**src/logic/ads_pkg.sv**
```systemverilog
package ads_pkg;

	// ==============================
	// widths
	// ==============================
	typedef logic [7:0]  byte_t;      // one spi byte
	typedef logic [4:0]  reg_addr_t;  // adc register address
	typedef logic [71:0] frame_t;     // status | ch1 | ch2, 24 bits each

	// host command codes
	typedef enum logic [1:0] {
		CTRL_WREG   = 2'd0,  // write one register
		CTRL_RREG   = 2'd1,  // read one register
		CTRL_RDATAC = 2'd2,  // enter continuous read
		CTRL_SDATAC = 2'd3   // leave continuous read
	} ctrl_e;

	// host request, captured by the sequencer on accept
	typedef struct packed {
		ctrl_e     code;
		reg_addr_t addr;  // only for wreg/rreg
		byte_t     data;  // only for wreg
	} host_cmd_t;

	// one byte towards the spi engine
	typedef struct packed {
		byte_t tx_byte;
		logic  valid;
	} spi_req_t;

	// engine status and received byte
	typedef struct packed {
		logic  ready;
		byte_t rx_byte;
		logic  rx_valid;  // one cycle, 8th bit sampled
	} spi_rsp_t;

	// ==============================
	// opcodes
	// ==============================
	localparam logic [2:0] OP_RREG_PREFIX = 3'b001;  // 001a aaaa
	localparam logic [2:0] OP_WREG_PREFIX = 3'b010;  // 010a aaaa
	localparam byte_t      OP_COUNT_ONE   = 8'h00;   // count minus one
	localparam byte_t      CMD_RDATAC     = 8'h10;
	localparam byte_t      CMD_SDATAC     = 8'h11;
	localparam int         FRAME_BYTES    = 9;       // 72 bits per frame

endpackage

```
**src/logic/spi_byte_master.sv**
```systemverilog
`timescale 1ns/1ps

// mode 1 master, cpol 0 / cpha 1
// mosi changes on rising sclk, miso sampled on falling sclk, msb first
module spi_byte_master #(
	parameter int CLKS_PER_HALF_BIT = 2  // system clocks per sclk half period
) (
	input  logic              i_CLK,
	input  logic              i_RSTN,
	input  ads_pkg::spi_req_t i_req,
	input  logic              i_spi_miso,
	output ads_pkg::spi_rsp_t o_rsp,
	output logic              o_spi_clk,
	output logic              o_spi_mosi
);

	localparam int HALF_W = $clog2(CLKS_PER_HALF_BIT + 1);
	localparam int EDGES  = 16;  // 8 bits, two edges each

	typedef enum logic [1:0] {
		ST_IDLE,
		ST_SHIFT,
		ST_DONE   // rx_valid cycle, already takes the next byte
	} state_e;

	state_e            r_state;
	logic [HALF_W-1:0] r_half_cnt;  // clocks inside one half bit
	logic [4:0]        r_edge_cnt;  // sclk edges still to go
	logic              r_sclk;
	logic              r_mosi;
	ads_pkg::byte_t    r_tx_shift;
	ads_pkg::byte_t    r_rx_shift;
	logic              w_ready;
	logic              w_accept;
	logic              w_toggle;

	assign w_ready  = (r_state != ST_SHIFT);
	assign w_accept = i_req.valid & w_ready;
	// end of a half bit, sclk flips here
	assign w_toggle = (r_state == ST_SHIFT) &&
		(r_half_cnt == HALF_W'(CLKS_PER_HALF_BIT - 1));

	// ==============================
	// control and sclk
	// ==============================
	always_ff @(posedge i_CLK or negedge i_RSTN) begin
		if (!i_RSTN) begin
			r_state    <= ST_IDLE;
			r_half_cnt <= '0;
			r_edge_cnt <= '0;
			r_sclk     <= 1'b0;  // cpol 0
			r_mosi     <= 1'b0;
		end else begin
			case (r_state)
				ST_SHIFT: begin
					if (w_toggle) begin
						r_half_cnt <= '0;
						r_sclk     <= ~r_sclk;
						r_edge_cnt <= r_edge_cnt - 5'd1;
						if (!r_sclk) begin
							r_mosi <= r_tx_shift[7];  // leading edge drives
						end
						if (r_edge_cnt == 5'd1) begin
							r_state <= ST_DONE;  // last falling edge
						end
					end else begin
						r_half_cnt <= r_half_cnt + 1'b1;
					end
				end
				default: begin
					// idle and done both accept
					if (w_accept) begin
						r_state    <= ST_SHIFT;
						r_half_cnt <= '0;
						r_edge_cnt <= 5'(EDGES);
					end else begin
						r_state <= ST_IDLE;
					end
				end
			endcase
		end
	end

	// ==============================
	// data path
	// ==============================
	always_ff @(posedge i_CLK) begin
		if (w_accept) begin
			r_tx_shift <= i_req.tx_byte;
		end else if (w_toggle) begin
			if (!r_sclk) begin
				r_tx_shift <= {r_tx_shift[6:0], 1'b0};  // next bit up
			end else begin
				r_rx_shift <= {r_rx_shift[6:0], i_spi_miso};  // trailing edge samples
			end
		end
	end

	assign o_rsp = '{
		ready:    w_ready,
		rx_byte:  r_rx_shift,
		rx_valid: (r_state == ST_DONE)
	};
	assign o_spi_clk  = r_sclk;
	assign o_spi_mosi = r_mosi;

endmodule

```
**src/logic/frame_reader.sv**
```systemverilog
`timescale 1ns/1ps

// drdy driven frame capture, owns the spi engine while streaming
module frame_reader (
	input  logic              i_CLK,
	input  logic              i_RSTN,
	input  logic              i_stream_en,
	input  logic              i_drdy_n,
	input  ads_pkg::spi_req_t i_req,   // from sequencer
	input  ads_pkg::spi_rsp_t i_rsp,   // from engine
	output ads_pkg::spi_req_t o_req,   // to engine
	output ads_pkg::spi_rsp_t o_rsp,   // to sequencer
	output logic              o_frame_busy,
	output ads_pkg::frame_t   o_frame,
	output logic              o_frame_valid
);

	localparam int         FW        = $bits(ads_pkg::frame_t);
	localparam logic [3:0] LAST_BYTE = 4'(ads_pkg::FRAME_BYTES - 1);

	logic              r_drdy_meta;
	logic              r_drdy_sync;
	logic              r_drdy_prev;
	logic              r_busy;       // frame in progress
	logic              r_in_flight;  // dummy byte on the wire
	logic [3:0]        r_byte_cnt;
	logic              r_frame_valid;
	ads_pkg::frame_t   r_frame;
	ads_pkg::spi_req_t w_own_req;
	logic              w_drdy_fall;
	logic              w_own;
	logic              w_rx;

	assign w_drdy_fall = r_drdy_prev & ~r_drdy_sync;
	assign w_own       = i_stream_en | r_busy;  // finish a frame even if stream_en drops
	assign w_rx        = i_rsp.rx_valid & r_in_flight;
	assign w_own_req   = '{tx_byte: '0, valid: r_busy & ~r_in_flight};

	// drdy sync, idles high
	always_ff @(posedge i_CLK or negedge i_RSTN) begin
		if (!i_RSTN) begin
			r_drdy_meta <= 1'b1;
			r_drdy_sync <= 1'b1;
			r_drdy_prev <= 1'b1;
		end else begin
			r_drdy_meta <= i_drdy_n;
			r_drdy_sync <= r_drdy_meta;
			r_drdy_prev <= r_drdy_sync;
		end
	end

	// ==============================
	// nine dummy bytes per drdy
	// ==============================
	always_ff @(posedge i_CLK or negedge i_RSTN) begin
		if (!i_RSTN) begin
			r_busy        <= 1'b0;
			r_in_flight   <= 1'b0;
			r_byte_cnt    <= '0;
			r_frame_valid <= 1'b0;
		end else begin
			r_frame_valid <= 1'b0;
			if (r_busy) begin
				if (w_own_req.valid && i_rsp.ready) begin
					r_in_flight <= 1'b1;
				end
				if (w_rx) begin
					r_in_flight <= 1'b0;
					r_byte_cnt  <= r_byte_cnt + 4'd1;
					if (r_byte_cnt == LAST_BYTE) begin
						r_busy        <= 1'b0;
						r_frame_valid <= 1'b1;  // cycle after the 9th byte
					end
				end
			end else if (i_stream_en && w_drdy_fall) begin
				r_busy     <= 1'b1;
				r_byte_cnt <= '0;
			end
		end
	end

	// first byte ends up in the top bits
	always_ff @(posedge i_CLK) begin
		if (w_rx) begin
			r_frame <= {r_frame[FW-9:0], i_rsp.rx_byte};
		end
	end

	// sequencer sees a busy engine while we own it
	assign o_req = w_own ? w_own_req : i_req;
	assign o_rsp = w_own ? '{ready: 1'b0, rx_byte: i_rsp.rx_byte, rx_valid: 1'b0} : i_rsp;

	assign o_frame_busy  = r_busy;
	assign o_frame       = r_frame;
	assign o_frame_valid = r_frame_valid;

endmodule

```
**src/logic/ads_sequencer.sv**
```systemverilog
`timescale 1ns/1ps

// power-up sequence plus host command FSM
module ads_sequencer #(
	parameter int POR_WAIT_CYCLES   = 25_000_000,  // power-on wait
	parameter int RESET_WAIT_CYCLES = 1758,        // reset low, then recovery
	parameter int CS_HOLD_CYCLES    = 392          // cs low after last sclk
) (
	input  logic               i_CLK,
	input  logic               i_RSTN,
	input  ads_pkg::host_cmd_t i_cmd,
	input  logic               i_cmd_valid,
	input  ads_pkg::spi_rsp_t  i_rsp,
	input  logic               i_frame_busy,
	input  logic               i_drdy_n,
	output logic               o_cmd_ready,
	output ads_pkg::spi_req_t  o_req,
	output logic               o_stream_en,
	output ads_pkg::byte_t     o_rreg_data,
	output logic               o_rreg_valid,
	output logic               o_init_done,
	output logic               o_streaming,
	output logic               o_spi_csn,
	output logic               o_ads_start,
	output logic               o_ads_resetn
);

	typedef enum logic [3:0] {
		ST_POR_WAIT,
		ST_RST_LOW,
		ST_RST_WAIT,
		ST_STANDBY,
		ST_SEND,      // valid up, waiting for engine ready
		ST_XFER,      // byte on the wire
		ST_HOLD,      // cs hold before release
		ST_STREAM,
		ST_SD_WAIT,   // keep out of the drdy window
		ST_SD_DRAIN   // stream_en low, let a late frame finish
	} state_e;

	state_e             r_state;
	logic [31:0]        r_wait;      // shared delay counter
	ads_pkg::host_cmd_t r_cmd;
	logic [1:0]         r_byte_idx;  // byte of the current command
	ads_pkg::byte_t     w_tx_byte;
	logic               w_last_byte;
	logic               w_accept;
	logic               w_por_done;
	logic               w_rst_done;
	logic               w_hold_done;

	assign o_cmd_ready = (r_state == ST_STANDBY) || (r_state == ST_STREAM);
	assign w_accept    = i_cmd_valid & o_cmd_ready;
	assign o_req       = '{tx_byte: w_tx_byte, valid: (r_state == ST_SEND)};

	assign w_por_done  = (r_wait == 32'(POR_WAIT_CYCLES - 1));
	assign w_rst_done  = (r_wait == 32'(RESET_WAIT_CYCLES - 1));
	assign w_hold_done = (r_wait == 32'(CS_HOLD_CYCLES - 1));

	// ==============================
	// byte sequence per command
	// ==============================
	always_comb begin
		w_tx_byte   = ads_pkg::CMD_SDATAC;
		w_last_byte = 1'b1;
		case (r_cmd.code)
			ads_pkg::CTRL_WREG: begin
				w_last_byte = (r_byte_idx == 2'd2);
				case (r_byte_idx)
					2'd0:    w_tx_byte = {ads_pkg::OP_WREG_PREFIX, r_cmd.addr};
					2'd1:    w_tx_byte = ads_pkg::OP_COUNT_ONE;
					default: w_tx_byte = r_cmd.data;
				endcase
			end
			ads_pkg::CTRL_RREG: begin
				w_last_byte = (r_byte_idx == 2'd2);
				case (r_byte_idx)
					2'd0:    w_tx_byte = {ads_pkg::OP_RREG_PREFIX, r_cmd.addr};
					2'd1:    w_tx_byte = ads_pkg::OP_COUNT_ONE;
					default: w_tx_byte = 8'h00;  // dummy, clocks the data out
				endcase
			end
			ads_pkg::CTRL_RDATAC: w_tx_byte = ads_pkg::CMD_RDATAC;
			default:              w_tx_byte = ads_pkg::CMD_SDATAC;
		endcase
	end

	// ==============================
	// main FSM
	// ==============================
	always_ff @(posedge i_CLK or negedge i_RSTN) begin
		if (!i_RSTN) begin
			r_state      <= ST_POR_WAIT;
			r_wait       <= '0;
			r_cmd        <= '0;
			r_byte_idx   <= '0;
			o_stream_en  <= 1'b0;
			o_rreg_valid <= 1'b0;
			o_init_done  <= 1'b0;
			o_streaming  <= 1'b0;
			o_spi_csn    <= 1'b1;
			o_ads_start  <= 1'b0;
			o_ads_resetn <= 1'b1;
		end else begin
			o_rreg_valid <= 1'b0;  // single cycle pulse
			case (r_state)
				ST_POR_WAIT: begin
					r_wait <= r_wait + 32'd1;
					if (w_por_done) begin
						r_wait       <= '0;
						o_ads_resetn <= 1'b0;  // reset pulse starts
						r_state      <= ST_RST_LOW;
					end
				end
				ST_RST_LOW: begin
					r_wait <= r_wait + 32'd1;
					if (w_rst_done) begin
						r_wait       <= '0;
						o_ads_resetn <= 1'b1;
						r_state      <= ST_RST_WAIT;
					end
				end
				ST_RST_WAIT: begin
					r_wait <= r_wait + 32'd1;
					if (w_rst_done) begin
						// chip wakes up in rdatac, stop it first
						r_wait     <= '0;
						r_cmd.code <= ads_pkg::CTRL_SDATAC;
						r_byte_idx <= '0;
						o_spi_csn  <= 1'b0;
						r_state    <= ST_SEND;
					end
				end
				ST_STANDBY: begin
					if (w_accept) begin
						r_cmd      <= i_cmd;
						r_byte_idx <= '0;
						o_spi_csn  <= 1'b0;
						r_state    <= ST_SEND;
					end
				end
				ST_SEND: begin
					if (i_rsp.ready) begin
						r_state <= ST_XFER;
					end
				end
				ST_XFER: begin
					if (i_rsp.rx_valid) begin
						r_wait <= '0;
						if (!w_last_byte) begin
							r_byte_idx <= r_byte_idx + 2'd1;
							r_state    <= ST_SEND;
						end else begin
							r_state <= ST_HOLD;
							case (r_cmd.code)
								ads_pkg::CTRL_RREG: o_rreg_valid <= 1'b1;
								ads_pkg::CTRL_RDATAC: begin
									o_ads_start <= 1'b1;  // cs stays low while streaming
									o_streaming <= 1'b1;
									o_stream_en <= 1'b1;
									r_state     <= ST_STREAM;
								end
								ads_pkg::CTRL_SDATAC: begin
									o_ads_start <= 1'b0;
									o_streaming <= 1'b0;
								end
								default: ;
							endcase
						end
					end
				end
				ST_HOLD: begin
					r_wait <= r_wait + 32'd1;
					if (w_hold_done) begin
						r_wait      <= '0;
						o_spi_csn   <= 1'b1;
						o_init_done <= 1'b1;  // first release ends power-up
						r_state     <= ST_STANDBY;
					end
				end
				ST_STREAM: begin
					// other codes are dropped here
					if (w_accept && (i_cmd.code == ads_pkg::CTRL_SDATAC)) begin
						r_cmd      <= i_cmd;
						r_byte_idx <= '0;
						r_state    <= ST_SD_WAIT;
					end
				end
				ST_SD_WAIT: begin
					if (!i_frame_busy && i_drdy_n) begin
						o_stream_en <= 1'b0;
						r_state     <= ST_SD_DRAIN;
					end
				end
				ST_SD_DRAIN: begin
					if (!i_frame_busy) begin
						r_state <= ST_SEND;
					end
				end
				default: r_state <= ST_POR_WAIT;
			endcase
		end
	end

	// rreg result, last byte of the exchange
	always_ff @(posedge i_CLK) begin
		if ((r_state == ST_XFER) && i_rsp.rx_valid && w_last_byte &&
			(r_cmd.code == ads_pkg::CTRL_RREG)) begin
			o_rreg_data <= i_rsp.rx_byte;
		end
	end

endmodule

```
**src/logic/ads1292_ctrl_top.sv**
```systemverilog
`timescale 1ns/1ps

// ads1292 controller, sequencer -> frame reader -> spi engine
module ads1292_ctrl_top #(
	parameter int CLKS_PER_HALF_BIT = 25,          // 1 MHz sclk at 50 MHz
	parameter int POR_WAIT_CYCLES   = 25_000_000,  // ~2^18 tclk at 512 kHz
	parameter int RESET_WAIT_CYCLES = 1758,        // 18 tclk
	parameter int CS_HOLD_CYCLES    = 392          // 4 tclk
) (
	input  logic               i_CLK,
	input  logic               i_RSTN,
	// host side
	input  ads_pkg::host_cmd_t i_cmd,
	input  logic               i_cmd_valid,
	output logic               o_cmd_ready,
	output ads_pkg::byte_t     o_rreg_data,
	output logic               o_rreg_valid,
	output ads_pkg::frame_t    o_frame,
	output logic               o_frame_valid,
	output logic               o_init_done,
	output logic               o_streaming,
	// adc side
	input  logic               i_spi_miso,
	input  logic               i_drdy_n,
	output logic               o_spi_clk,
	output logic               o_spi_mosi,
	output logic               o_spi_csn,
	output logic               o_ads_start,
	output logic               o_ads_resetn
);

	ads_pkg::spi_req_t seq_req;   // sequencer -> frame reader
	ads_pkg::spi_req_t eng_req;   // frame reader -> engine
	ads_pkg::spi_rsp_t eng_rsp;   // engine -> frame reader
	ads_pkg::spi_rsp_t seq_rsp;   // frame reader -> sequencer
	logic              stream_en;
	logic              frame_busy;

	ads_sequencer #(
		.POR_WAIT_CYCLES   (POR_WAIT_CYCLES),
		.RESET_WAIT_CYCLES (RESET_WAIT_CYCLES),
		.CS_HOLD_CYCLES    (CS_HOLD_CYCLES)
	) u_seq (
		.i_CLK        (i_CLK),
		.i_RSTN       (i_RSTN),
		.i_cmd        (i_cmd),
		.i_cmd_valid  (i_cmd_valid),
		.i_rsp        (seq_rsp),
		.i_frame_busy (frame_busy),
		.i_drdy_n     (i_drdy_n),
		.o_cmd_ready  (o_cmd_ready),
		.o_req        (seq_req),
		.o_stream_en  (stream_en),
		.o_rreg_data  (o_rreg_data),
		.o_rreg_valid (o_rreg_valid),
		.o_init_done  (o_init_done),
		.o_streaming  (o_streaming),
		.o_spi_csn    (o_spi_csn),
		.o_ads_start  (o_ads_start),
		.o_ads_resetn (o_ads_resetn)
	);

	frame_reader u_frame (
		.i_CLK         (i_CLK),
		.i_RSTN        (i_RSTN),
		.i_stream_en   (stream_en),
		.i_drdy_n      (i_drdy_n),
		.i_req         (seq_req),
		.i_rsp         (eng_rsp),
		.o_req         (eng_req),
		.o_rsp         (seq_rsp),
		.o_frame_busy  (frame_busy),
		.o_frame       (o_frame),
		.o_frame_valid (o_frame_valid)
	);

	spi_byte_master #(
		.CLKS_PER_HALF_BIT (CLKS_PER_HALF_BIT)
	) u_spi (
		.i_CLK      (i_CLK),
		.i_RSTN     (i_RSTN),
		.i_req      (eng_req),
		.i_spi_miso (i_spi_miso),
		.o_rsp      (eng_rsp),
		.o_spi_clk  (o_spi_clk),
		.o_spi_mosi (o_spi_mosi)
	);

endmodule

```
**config.mk**
```make
export PLATFORM = sky130hd
export DESIGN_NAME = ads1292_ctrl_top
export DESIGN_NICKNAME = d
export VERILOG_FILES = /design/src/logic/ads_pkg.sv /design/src/logic/spi_byte_master.sv /design/src/logic/frame_reader.sv /design/src/logic/ads_sequencer.sv /design/src/logic/ads1292_ctrl_top.sv
export SDC_FILE = /design/constraint.sdc
export NUM_CORES = 1
export LEC_CHECK = 0
export BUFFER_PORTS_ARGS = -buffer_cell sky130_fd_sc_hd__buf_2
export CORE_AREA = 2 2 130 132
export CTS_CLUSTER_SIZE = 10
export DETAILED_ROUTE_END_ITERATION = 16
export DIE_AREA = 0 0 132 134
export PLACE_DENSITY = 0.7
export SLEW_MARGIN = 20
export SYNTH_ARGS = -nofsm -noshare
export SYNTH_HDL_FRONTEND = slang
export SYNTH_HIERARCHICAL = 1
export SYNTH_SLANG_ARGS = --single-unit
```
**constraint.sdc**
```tcl
create_clock -name i_CLK -period 2.9 [get_ports i_CLK]
set_clock_uncertainty 0.05 [all_clocks]
set_input_delay 0.435 -clock i_CLK [delete_from_list [all_inputs] [get_ports i_CLK]]
set_output_delay 0.435 -clock i_CLK [all_outputs]
set_load 0.1 [all_outputs]
```
# Word-level counts from Yosys, hierarchy flattened
# Cells that the tools add are included.
# word_totals
input_bits,20
elab_cells,206
output_inout_bits,90
reg_bits,179
# op_classes
addsub,5
muxes,77
reduce_logical,45
eq_ne,41
n_bitwise,10
# op_table
op,count
$mux W32,4
$pmux W32 S4,1
$mux W4,14
$pmux W4 S10,1
$add A32 B1 Y32 const B,1
$eq A32 B11 Y1 const B,1
$eq A32 B25 Y1 const B,1
$eq A32 B9 Y1 const B,1
$mux W15,2
$mux W5,6
$pmux W13 S2,1
$mux W1,25
$mux W8,3
$pmux W8 S3,1
$ne A2 B1 Y1 const B,10
$mux W2,9
$eq A4 B3 Y1 const B,4
$ne A2 B2 Y1 const B,8
$pmux W8 S2,1
$reduce_and A2 Y1,8
$reduce_bool A2 Y1,8
$eq A4 B4 Y1 const B,3
$reduce_and A3 Y1,4
$reduce_and A4 Y1,3
31 further kinds,58

# Logic depth before layout (Yosys ltp)
# Gate-level depths: netlist of the first run.
# depth
depth_word,7
depth_mapped,11
depth_no_buf,9

# Hierarchy
# The synthesis of the first run kept the hierarchy.
# modules_own_cells
mod,n_inst,area_each_um2,seq_area_each_um2,cells_per_inst
ads_sequencer,1,3910.0,1719.1,415
frame_reader,1,2743.9,2416.1,130
spi_byte_master,1,1356.3,830.8,95

# Worst setup path before layout of the first run
# No wires, ideal clock.
# synth_timing
path_type,flip-flop to flip-flop
startpoint,register u_seq.r_state[1]
endpoint,register u_seq/r_cmd[10] in the netlist's numbering
setup_time_ns,0.125
arrival_time_ns,2.890
path_stages_with_launch,7
path_buffers,2
path_slack_ns,-0.165
required_ns,2.725
period_less_slack_ns,3.065
cell_sequence,dfrtp_1 clkbuf_1 nand2_1 nor2_1 nand2_1 buf_1 mux2_2
# synth_via
elab_chain_len,6
word_cells_on_any_way,10
classes_between,eq/ne (4); mux (1); bitwise (1); reduce/logical (4)
# synth_lines
item,line,rtl
start: declaration,ads_sequencer.sv:41,state_e r_state;
start signal: assignment,ads_sequencer.sv:93,r_state <= ST_POR_WAIT;
start signal: assignment,ads_sequencer.sv:112,r_state <= ST_RST_LOW;
start signal: assignment,ads_sequencer.sv:120,r_state <= ST_RST_WAIT;
$eq A4 B2 Y1 / $eq A4 B3 Y1 (equally long branches),ads_sequencer.sv:52,assign o_cmd_ready = (r_state == ST_STANDBY) || (r_state == ST_STREAM);
$logic_or A1 B1 Y1 (*),ads_sequencer.sv:52,
named net o_cmd_ready,ads1292_ctrl_top.sv:15,"output logic o_cmd_ready,"
$and A1 B1 Y1 (*),ads_sequencer.sv:53,assign w_accept = i_cmd_valid & o_cmd_ready;
$logic_and A1 B1 Y1,ads_sequencer.sv:183,if (w_accept && (i_cmd.code == ads_pkg::CTRL_SDATAC)) begin
$ne A2 B2 Y1 (no line),--,
$reduce_and A3 Y1 (no line) (*),--,
end signal: assignment,ads_sequencer.sv:136,r_cmd <= i_cmd;
end signal: assignment,ads_sequencer.sv:184,r_cmd <= i_cmd;
end: declaration,ads_sequencer.sv:43,ads_pkg::host_cmd_t r_cmd;
# Mark *: on every way through the listed nets, which the timed path passes. The rest lies on a longest branch.
# A chain may end at the register's enable or synchronous reset.

# Final worst setup path of the first run
# layout_timing
startpoint,register u_seq.r_wait[0]
endpoint,register u_seq.r_wait[19]
# layout_via
elab_chain_len,3
word_cells_on_any_way,8
classes_between,add/sub (1); eq/ne (3); mux (4)
# layout_lines
item,line,rtl
start: declaration,ads_sequencer.sv:42,logic [31:0] r_wait;
start signal: assignment,ads_sequencer.sv:108,r_wait <= r_wait + 32'd1;
start signal: assignment,ads_sequencer.sv:116,r_wait <= r_wait + 32'd1;
start signal: assignment,ads_sequencer.sv:124,r_wait <= r_wait + 32'd1;
$add A32 B1 Y32 (tied with other cells),--,
"$mux W32, on equally long branches",--,
$pmux W32 S4 (*),ads_sequencer.sv:106,case (r_state)
# Every way passes the cells marked *; elsewhere a longest branch is shown, timed or not.

==> load_flow_metrics.sql, run 1 <==
INSERT INTO impl_metrics (metric_group, metric, value, unit) VALUES
('outcome', 'outcome', 'finished with violations', ''),
('outcome', 'failed_checks', 'negative hold slack', ''),
('critical_path', 'cp_slowest_stage_delay', '0.47', 'ns'),
('die', 'die_height', '134', 'µm'),
('synth', 'number_of_distinct_standard_cells_referenced_by_the_synthesized_netlist', '85', ''),
('global_route', 'first_global_vias', '5381', ''),
('critical_path', 'timing.critical_path.from_type', 'flop', ''),
('timing', 'setup_viol', '0', ''),
('timing', 'finalHoldViolations', '13', ''),
('global_route', 'maximum_number_of_pins_on_one_net_before_global_route_repair', '84', ''),
('critical_path', 'timing.critical_path.max_delay_family', 'compound AO/OA/AOI/OAI gates', ''),
('global_route', 'gr-usage-all-layers', '19.4', '%'),
('die', 'core_region_area', '16300', 'µm²'),
('place', 'hpwlAfterDp', '11.6', 'mm'),
('flow_run', 'max_cap_violations', '0', ''),
('clocking', 'cts_tree', 'yes', ''),
('power', 'power_frac_clock', '40.1', '%'),
('critical_path', 'setup_crit_end', 'u_seq/r_wait[19]', ''),
('drt', 'drt_pre_antenna_iters', '5', ''),
('clocking', 'ctsHtreeMaxLevel', '4', ''),
('timing', 'timing_max_transition_violations_final', '0', ''),
('place', 'place_congestion', '0.888', ''),
('synth', 'synth_sequential_area_ratio', '62.0', '%'),
('global_route', 'gr_busiest_metal', 'met2', ''),
('clocking', 'clock_tree.buffer_depth', '2', ''),
('clocking', 'clkLatencyLatePin', '0.43', 'ns'),
('clocking', 'numCtsBuffers', '17', ''),
('global_route', 'wire_length_of_the_first_global_routing_pass', '27.4', 'mm'),
('global_route', 'grt_use_met3', '3.36', '%'),
('global_route', 'global_route.overflow_total', '0', ''),
('power', 'netSwitchingPower', '1.50', 'mW'),
('critical_path', 'crit_type', 'flop to flop', ''),
('clocking', 'clock-root-buffer', 'clkbuf_16', ''),
('global_route', 'antenna_found_initial', '0', ''),
('synth', 'yosys_most_used_dff', 'edfxtp_1', ''),
('drt', 'drc', '0', ''),
('synth', 'synth_fp_nets', '672', ''),
('critical_path', 'critical_path.n_buffers_inverters', '1', ''),
('critical_path', 'crit_arrival', '2.91', 'ns'),
('critical_path', 'path_common_cell', 'a211o_1', ''),
('synth', 'synth.avg_cell_area', '12.5', 'µm²'),
('timing', 'rsz0062_at_grt', 'false', ''),
('critical_path', 'path_depth', '8', ''),
('power', 'cellInternalPower', '4.09', 'mW'),
('synth', 'number_of_enable_flip_flop_cells_after_synthesis', '96', ''),
('synth', 'synth_area', '8010', 'µm²'),
('synth', 'synth-warning-count', '6', ''),
('power', 'worst_ir_drop_vdd', '483', 'µV'),
('clocking', 'clock_sink_count', '179', ''),
('power', 'power.share.switching', '26.8', '%'),
('timing', 'clock.fmax', '378', 'MHz'),
('die', 'design.portCount', '110', ''),
('finish', 'antenna_cells_inserted', '0', ''),
('synth', 'synth-seq-cells', '179', ''),
('finish', 'nets', '779', ''),
('critical_path', 'critPathRequiredTime', '3.17', 'ns'),
('critical_path', 'worst_setup_path_end_kind', 'flop', ''),
('die', 'floorplan.die_area', '17700', 'µm²'),
('critical_path', 'regToRegEndpoint', 'u_seq/r_wait[19]', ''),
('power', 'p_comb_share', '8.7', '%'),
('critical_path', 'worst_r2r_startpoint', 'u_seq/r_wait[0]', ''),
('global_route', 'global_route.usage.met1', '24.6', '%'),
('timing', 'hold-worst-slack', '-0.0242', 'ns'),
('global_route', 'gr-usage-met2', '33.2', '%'),
('finish', 'fraction_of_final_layout_cells_with_drive_strength_greater_than_1', '29.1', '%'),
('drt', 'detail_route.iter0.violations', '534', ''),
('timing', 'fin_crit', '2.64', 'ns'),
('power', 'leakage', '3.81', 'nW'),
('power', 'power_density', '602', 'nW/µm²'),
('critical_path', 'worst-path-max-fanout', '11', ''),
('finish', 'num-fill-cells', '1346', '');
[cell usage after synthesis, types with 4 or more instances]
| cell type | number | share of area [%] |
|---|---|---|
| edfxtp_1 | 96 | 36 |
| inv_1 | 22 | 1.0 |
| a22o_1 | 7 | 0.77 |
| and3_2 | 4 | 0.37 |
| nand3_1 | 36 | 2.2 |
| or3_1 | 4 | 0.31 |
| o31ai_1 | 5 | 0.47 |
| clkbuf_1 | 8 | 0.37 |
| and3_1 | 7 | 0.55 |
| nor3_1 | 20 | 1.2 |
| buf_6 | 7 | 0.98 |
| a21o_1 | 6 | 0.56 |
| nand2_1 | 39 | 1.8 |
| nor2b_1 | 4 | 0.31 |
| mux2_2 | 26 | 3.7 |
| a21oi_1 | 22 | 1.4 |
| dfrtp_1 | 78 | 24 |
| nand4_1 | 15 | 1.2 |
| dfstp_2 | 5 | 1.6 |
| nor4_1 | 11 | 0.86 |
| xnor2_1 | 9 | 0.98 |
| mux2i_1 | 6 | 0.75 |
| ha_1 | 12 | 1.9 |
| o2bb2ai_1 | 5 | 0.55 |
| nor2_1 | 57 | 2.7 |
| and2_1 | 15 | 1.2 |
| xor2_1 | 4 | 0.44 |
| o21ai_0 | 13 | 0.81 |
| nand2b_1 | 5 | 0.39 |
| buf_4 | 12 | 1.1 |
[cell families after synthesis]
family | synth area share [%]
muxes | 4.69
buffers and inverters | 4.61
DFF | 62.0
adders and majority gates | 1.87
and+or+nand+nor | 17.0
AOI/OAI and AO/OA | 8.37
xor gates and xnor gates | 1.42
[cell type report]
type | instances | area (µm²) | area share, %
Sequential cell | 179 | 4970 | 53.5
Multi-Input combinational cell | 401 | 2690 | 28.9
Timing Repair Buffer | 125 | 684 | 7.37
Clock buffer | 17 | 425 | 4.58
Tap cell | 220 | 275 | 2.96
Clock inverter | 15 | 160 | 1.73
Inverter | 23 | 86.3 | 0.930
[state kept, by name, indices dropped and copies added, names as in the netlist, 2 cells and up]
name / count
u_spi/r_tx_shift: 8
u_seq/o_rreg_data: 8
u_frame/r_byte_cnt: 4
u_spi/r_half_cnt: 5
u_seq/r_wait: 32
u_seq/r_state: 4
u_spi/r_state: 2
u_seq/r_byte_idx: 2
u_frame/o_frame: 72
u_spi/r_edge_cnt: 5
u_spi/r_rx_shift: 8
u_seq/r_cmd: 15
[layer usage]
| layer | part of all wire, % | wire length (µm) |
|---|---|---|
| met1 | 42 | 6980 |
| met2 | 52 | 8550 |
| met3 | 4.0 | 665 |
| met4 | 2.4 | 397 |
| met5 | 0 | 0 |
[worst min-delay path by stage]
stage	from	to	slack, ns	depth (start not counted)
6_report	i_RSTN	u_seq/r_wait[6]	-0.02	1
5_1_grt	i_RSTN	u_seq/r_wait[6]	0.07	1
4_1_cts	i_drdy_n	u_frame/r_drdy_meta	0.07	1
3_5_place_dp	u_frame/r_drdy_meta	u_frame/r_drdy_sync	0.30	0
3_3_place_gp	u_frame/r_drdy_meta	u_frame/r_drdy_sync	0.30	0
2_1_floorplan	i_RSTN	u_frame/o_frame_busy	0.09	0
[cell usage in the layout, fill, tap and decap left out, types with 4 or more instances in the layout]
master / synthesis / final
a21o_1: 6 / 6
a21oi_1: 22 / 22
a22o_1: 7 / 7
and2_1: 15 / 15
and3_1: 7 / 7
and3_2: 4 / 4
buf_2: 3 / 108
buf_4: 12 / 15
clkbuf_16: 0 / 17
dfrtp_1: 78 / 78
dfstp_2: 5 / 5
edfxtp_1: 96 / 96
ha_1: 12 / 12
inv_1: 22 / 21
inv_8: 0 / 6
mux2_2: 26 / 26
mux2i_1: 6 / 6
nand2_1: 39 / 39
nand2b_1: 5 / 5
nand3_1: 36 / 36
nand4_1: 15 / 15
nor2_1: 57 / 55
nor2b_1: 4 / 4
nor3_1: 20 / 20
nor4_1: 11 / 11
o21ai_0: 13 / 12
o2bb2ai_1: 5 / 5
o31ai_1: 5 / 5
or3_1: 4 / 4
xnor2_1: 9 / 9
xor2_1: 4 / 4
[power by group through the flow]
stage	Combinational, mW	Clock [mW]	Sequential, mW
finish	0.486	2.24	2.86
global route	0.534	2.39	2.87
CTS	0.485	2.28	2.86
detailed placement	0.483	0	2.91
global placement	0.454	0	2.90
floorplan	0.293	0	2.97
[per-stage QoR]
step	instances	instance area (µm²)	setup slack [ns]	util, %	hold slack, ns
2_1_floorplan	640	8010	0.359	-	0.0894
3_3_place_gp	948	8690	0.336	53.3	0.300
3_5_place_dp	948	8690	0.174	53.3	0.299
4_1_cts	980	9270	0.163	56.9	0.0718
5_1_grt	980	9280	0.0533	57.0	0.0662
6_report	980	9280	0.256	57.0	-0.0242
[timing repair]
action	in CTS	in global routing
gates resized for setup	0	2
hold buffers	0	0
buffers inserted	0	0
endpoints found under the setup margin	0	11
Note: power is estimated with default switching activity, not from simulation.
==> inputs of run 2 (changes only) <==
--- a/config.mk
+++ b/config.mk
@@ -7,10 +7,12 @@
 export LEC_CHECK = 0
 export BUFFER_PORTS_ARGS = -buffer_cell sky130_fd_sc_hd__buf_2
 export CORE_AREA = 2 2 130 132
+export CTS_BUF_LIST = sky130_fd_sc_hd__clkbuf_4 sky130_fd_sc_hd__clkbuf_8
 export CTS_CLUSTER_SIZE = 10
 export DETAILED_ROUTE_END_ITERATION = 16
 export DIE_AREA = 0 0 132 134
 export PLACE_DENSITY = 0.7
+export REMOVE_ABC_BUFFERS = 1
 export SLEW_MARGIN = 20
 export SYNTH_ARGS = -nofsm -noshare
 export SYNTH_HDL_FRONTEND = slang
==> run 2 against run 1 <==
Net effect:
- the run still ends with negative hold slack left
- largest cell class unchanged
- register-to-register slack improved by 0.02 ns
- total power shrank 12%
- sequential share of layout area increased by 1.1 points
- maximum frequency is 0.67% higher
- routed wire length up 1.5%
- worst hold slack worse by 0.0053 ns
- first-iteration DRC count fell by 17%
- via count is 0.53% higher
- non-clock buffer count rose by 6
- critical path depth unchanged
- core utilization down 1.1 points
- final area fell by 2.0%
- largest power group unchanged
- highest routed layer unchanged
==> load_flow_metrics.sql, run 2 (synthesis results as in run 1) <==
INSERT INTO impl_metrics (metric_group, metric, value, unit) VALUES
('die', 'start_util', '49.2', '%'),
('global_route', 'gr-usage-all-layers', '19.6', '%'),
('clocking', 'clock_tree.buffer_depth', '2', ''),
('drt', 'drt-vias-per-instance', '5.55', ''),
('drt', 'post_drt_wl_per_cell', '17.1', 'µm'),
('finish', 'area_growth_syn_to_layout', '13.6', '%'),
('drt', 'drtAntennaViolNets', '0', ''),
('clocking', 'cts.repair.resized', '0', ''),
('flow_run', 'max_cap_violations', '0', ''),
('finish', 'fraction_of_final_layout_cells_with_drive_strength_greater_than_1', '29.1', '%'),
('drt', 'wl_met2', '8.51', 'mm'),
('finish', 'largest_reg_flops', '72', ''),
('global_route', 'wire_length_of_the_first_global_routing_pass', '27.7', 'mm'),
('drt', 'detailroute.wirelength.met3', '670', 'µm'),
('drt', 'drt-met1-wl', '7.25', 'mm'),
('timing', 'final_min_period_over_clock_period', '90.6', '%'),
('die', 'die_height', '134', 'µm'),
('critical_path', 'reg2reg_setup_slack', '0.27', 'ns'),
('global_route', 'first_global_vias', '5481', ''),
('drt', 'detail_route.iter0.violations', '445', ''),
('critical_path', 'timing.critical_path.cells', 'ha_1 > nor4bb_1 > a31o_2 > o21ai_2 > a211o_1 > buf_4 > nor2_2 > nor2_1', ''),
('outcome', 'failed_checks', 'negative hold slack', ''),
('drt', 'aggregate_routed_wire_length', '16.8', 'mm'),
('timing', 'finalSetupTns', '0', 'ns'),
('worst_hold_path', 'holdCritPathClass', 'primary input to asynchronous set/reset pin', ''),
('finish', 'antenna_cells_inserted', '0', ''),
('critical_path', 'critical_path.slowest_cell', 'dfrtp_1', ''),
('finish', 'num-fill-cells', '1400', ''),
('timing', 'worst_slew_margin_rel', '50.0', '%'),
('critical_path', 'worst_r2r_startpoint', 'u_seq/r_wait[0]', ''),
('finish', 'mostFrequentLayoutCell', 'buf_2', ''),
('die', 'design.portCount', '110', ''),
('drt', 'drc', '0', ''),
('global_route', 'antenna_found_initial', '0', ''),
('timing', 'timing_max_transition_violations_final', '0', ''),
('drt', 'routed-via-count', '5477', ''),
('global_route', 'maximum_number_of_pins_on_one_net_before_global_route_repair', '84', ''),
('timing', 'clock.fmax', '381', 'MHz'),
('die', 'core_region_area', '16300', 'µm²'),
('place', 'io_buffers', '109', ''),
('clocking', 'ctsHtreeMaxLevel', '4', ''),
('clocking', 'numCtsBuffers', '17', ''),
('clocking', 'path_clk_slew', '0.09', 'ns'),
('drt', 'uppermost_routed_layer', 'met4', ''),
('timing', 'max_slew.worst_pin.slew', '0.749', 'ns'),
('finish', 'nets', '785', ''),
('critical_path', 'worst-path-max-fanout', '10', ''),
('power', 'power_density', '540', 'nW/µm²'),
('critical_path', 'critPathRequiredTime', '3.18', 'ns'),
('finish', 'fin_util', '55.8', '%'),
('timing', 'finalHoldViolations', '50', ''),
('timing', 'fin_crit', '2.63', 'ns'),
('drt', 'drt_pre_antenna_iters', '6', ''),
('timing', 'setup_viol', '0', ''),
('clocking', 'clock-root-buffer', 'clkbuf_8', ''),
('die', 'floorplan.die_area', '17700', 'µm²'),
('place', 'place_congestion', '0.931', ''),
('critical_path', 'crit_arrival', '2.91', 'ns'),
('finish', 'final_cell_mix', 'buf_2 (108), edfxtp_1 (96), dfrtp_1 (78)', ''),
('critical_path', 'cp_slowest_stage_delay', '0.49', 'ns'),
('finish', 'area.sequential', '4970', 'µm²'),
('place', 'pre_cts_slack', '0.323', 'ns'),
('clocking', 'buffers_inserted_during_post_cts_setup_optimization', '0', ''),
('timing', 'hold-worst-slack', '-0.0295', 'ns'),
('power', 'leakage', '3.73', 'nW'),
('critical_path', 'crit_type', 'flop to flop', ''),
('die', 'die_w', '132', 'µm'),
('clocking', 'cts_tree', 'yes', ''),
('critical_path', 'timing.critical_path.from_type', 'flop', ''),
('clocking', 'clock_sink_count', '179', ''),
('power', 'worst_ir_drop_vdd', '617', 'µV'),
('critical_path', 'r2r_cells', '8', ''),
('timing', 'min_setup_slack_post_route', '0.274', 'ns'),
('outcome', 'outcome', 'finished with violations', ''),
('place', 'hpwlAfterDp', '11.8', 'mm'),
('critical_path', 'regToRegEndpoint', 'u_seq/r_wait[30]', ''),
('clocking', 'ctsHoldBuffers', '0', ''),
('global_route', 'global_route.overflow_total', '0', ''),
('clocking', 'clkLatencyLatePin', '0.46', 'ns'),
('timing', 'rsz0062_at_grt', 'false', ''),
('critical_path', 'worst_setup_path_end_kind', 'flop', ''),
('die', 'placement_rows', '47', ''),
('finish', 'multiInputGateArea', '2680', 'µm²');
[run 2: cell count changes in the layout (fill, tap and decap cells not counted), sizes merged]
cell / previous run / this run
inv: 32 / 30
clkbuf: 17 / 18
clkinvlp: 1 / 2
buf: 125 / 131
[run 2: routing by layer]
metal | vias to the layer above | global-route usage, %
li1 | 2591 | -
met1 | 2673 | 24.8
met2 | 170 | 33.0
met3 | 43 | 3.67
met4 | 0 | 8.76
met5 | - | 0
[run 2: worst max-delay path by stage]
| stage | endpoint | startpoint | cells after the start | slack, ns |
|---|---|---|---|---|
| final | u_seq/r_wait[30] | u_seq/r_wait[0] | 8 | 0.27 |
| after global routing | u_seq/r_wait[26] | u_seq/o_stream_en | 9 | 0.03 |
| after CTS | u_seq/r_wait[30] | u_seq/r_wait[0] | 8 | 0.30 |
| after detailed placement | u_seq/r_wait[30] | u_seq/r_wait[0] | 8 | 0.32 |
| after global placement | u_seq/r_wait[26] | u_seq/o_stream_en | 9 | 0.39 |
| after floorplan | u_seq/r_cmd[0] | u_seq/r_state[0] | 4 | -0.46 |
[run 2: critical path, delay by kind of cell, from the launching register on]
| kind | cells | cell delay, ns |
|---|---|---|
| simple gates | 3 | 0.82 |
| flops | 1 | 0.49 |
| fa+ha+maj | 1 | 0.26 |
| buf+inv | 1 | 0.20 |
| compound gates | 3 | 0.68 |
[run 2: metrics by stage]
stage / area, µm² / cells / total power [mW] / hold WS [ns]
3_3_place_gp: 8730 / 954 / 3.35 / 0.299
5_1_grt: 9100 / 986 / 5.13 / 0.0142
3_5_place_dp: 8730 / 954 / 3.39 / 0.303
6_report: 9100 / 986 / 4.91 / -0.0295
2_1_floorplan: 7730 / 603 / 3.24 / 0.0894
4_1_cts: 9090 / 986 / 4.97 / 0.0148
[run 2: where the power goes]
group	leakage [nW]	switching [mW]	internal, mW
combinational	1.59	0.305	0.177
sequential	1.96	0.0991	2.76
clock	0.182	0.945	0.631
total	3.73	1.35	3.56
[run 2: cell type report]
| type | count | share of cell area (%) |
|---|---|---|
| inverter | 23 | 0.949 |
| clock buffer | 18 | 2.65 |
| tap | 220 | 3.03 |
| timing repair buffer | 131 | 8.02 |
| clock inverter | 14 | 1.36 |
| sequential | 179 | 54.6 |
| multi-input combinational | 401 | 29.4 |
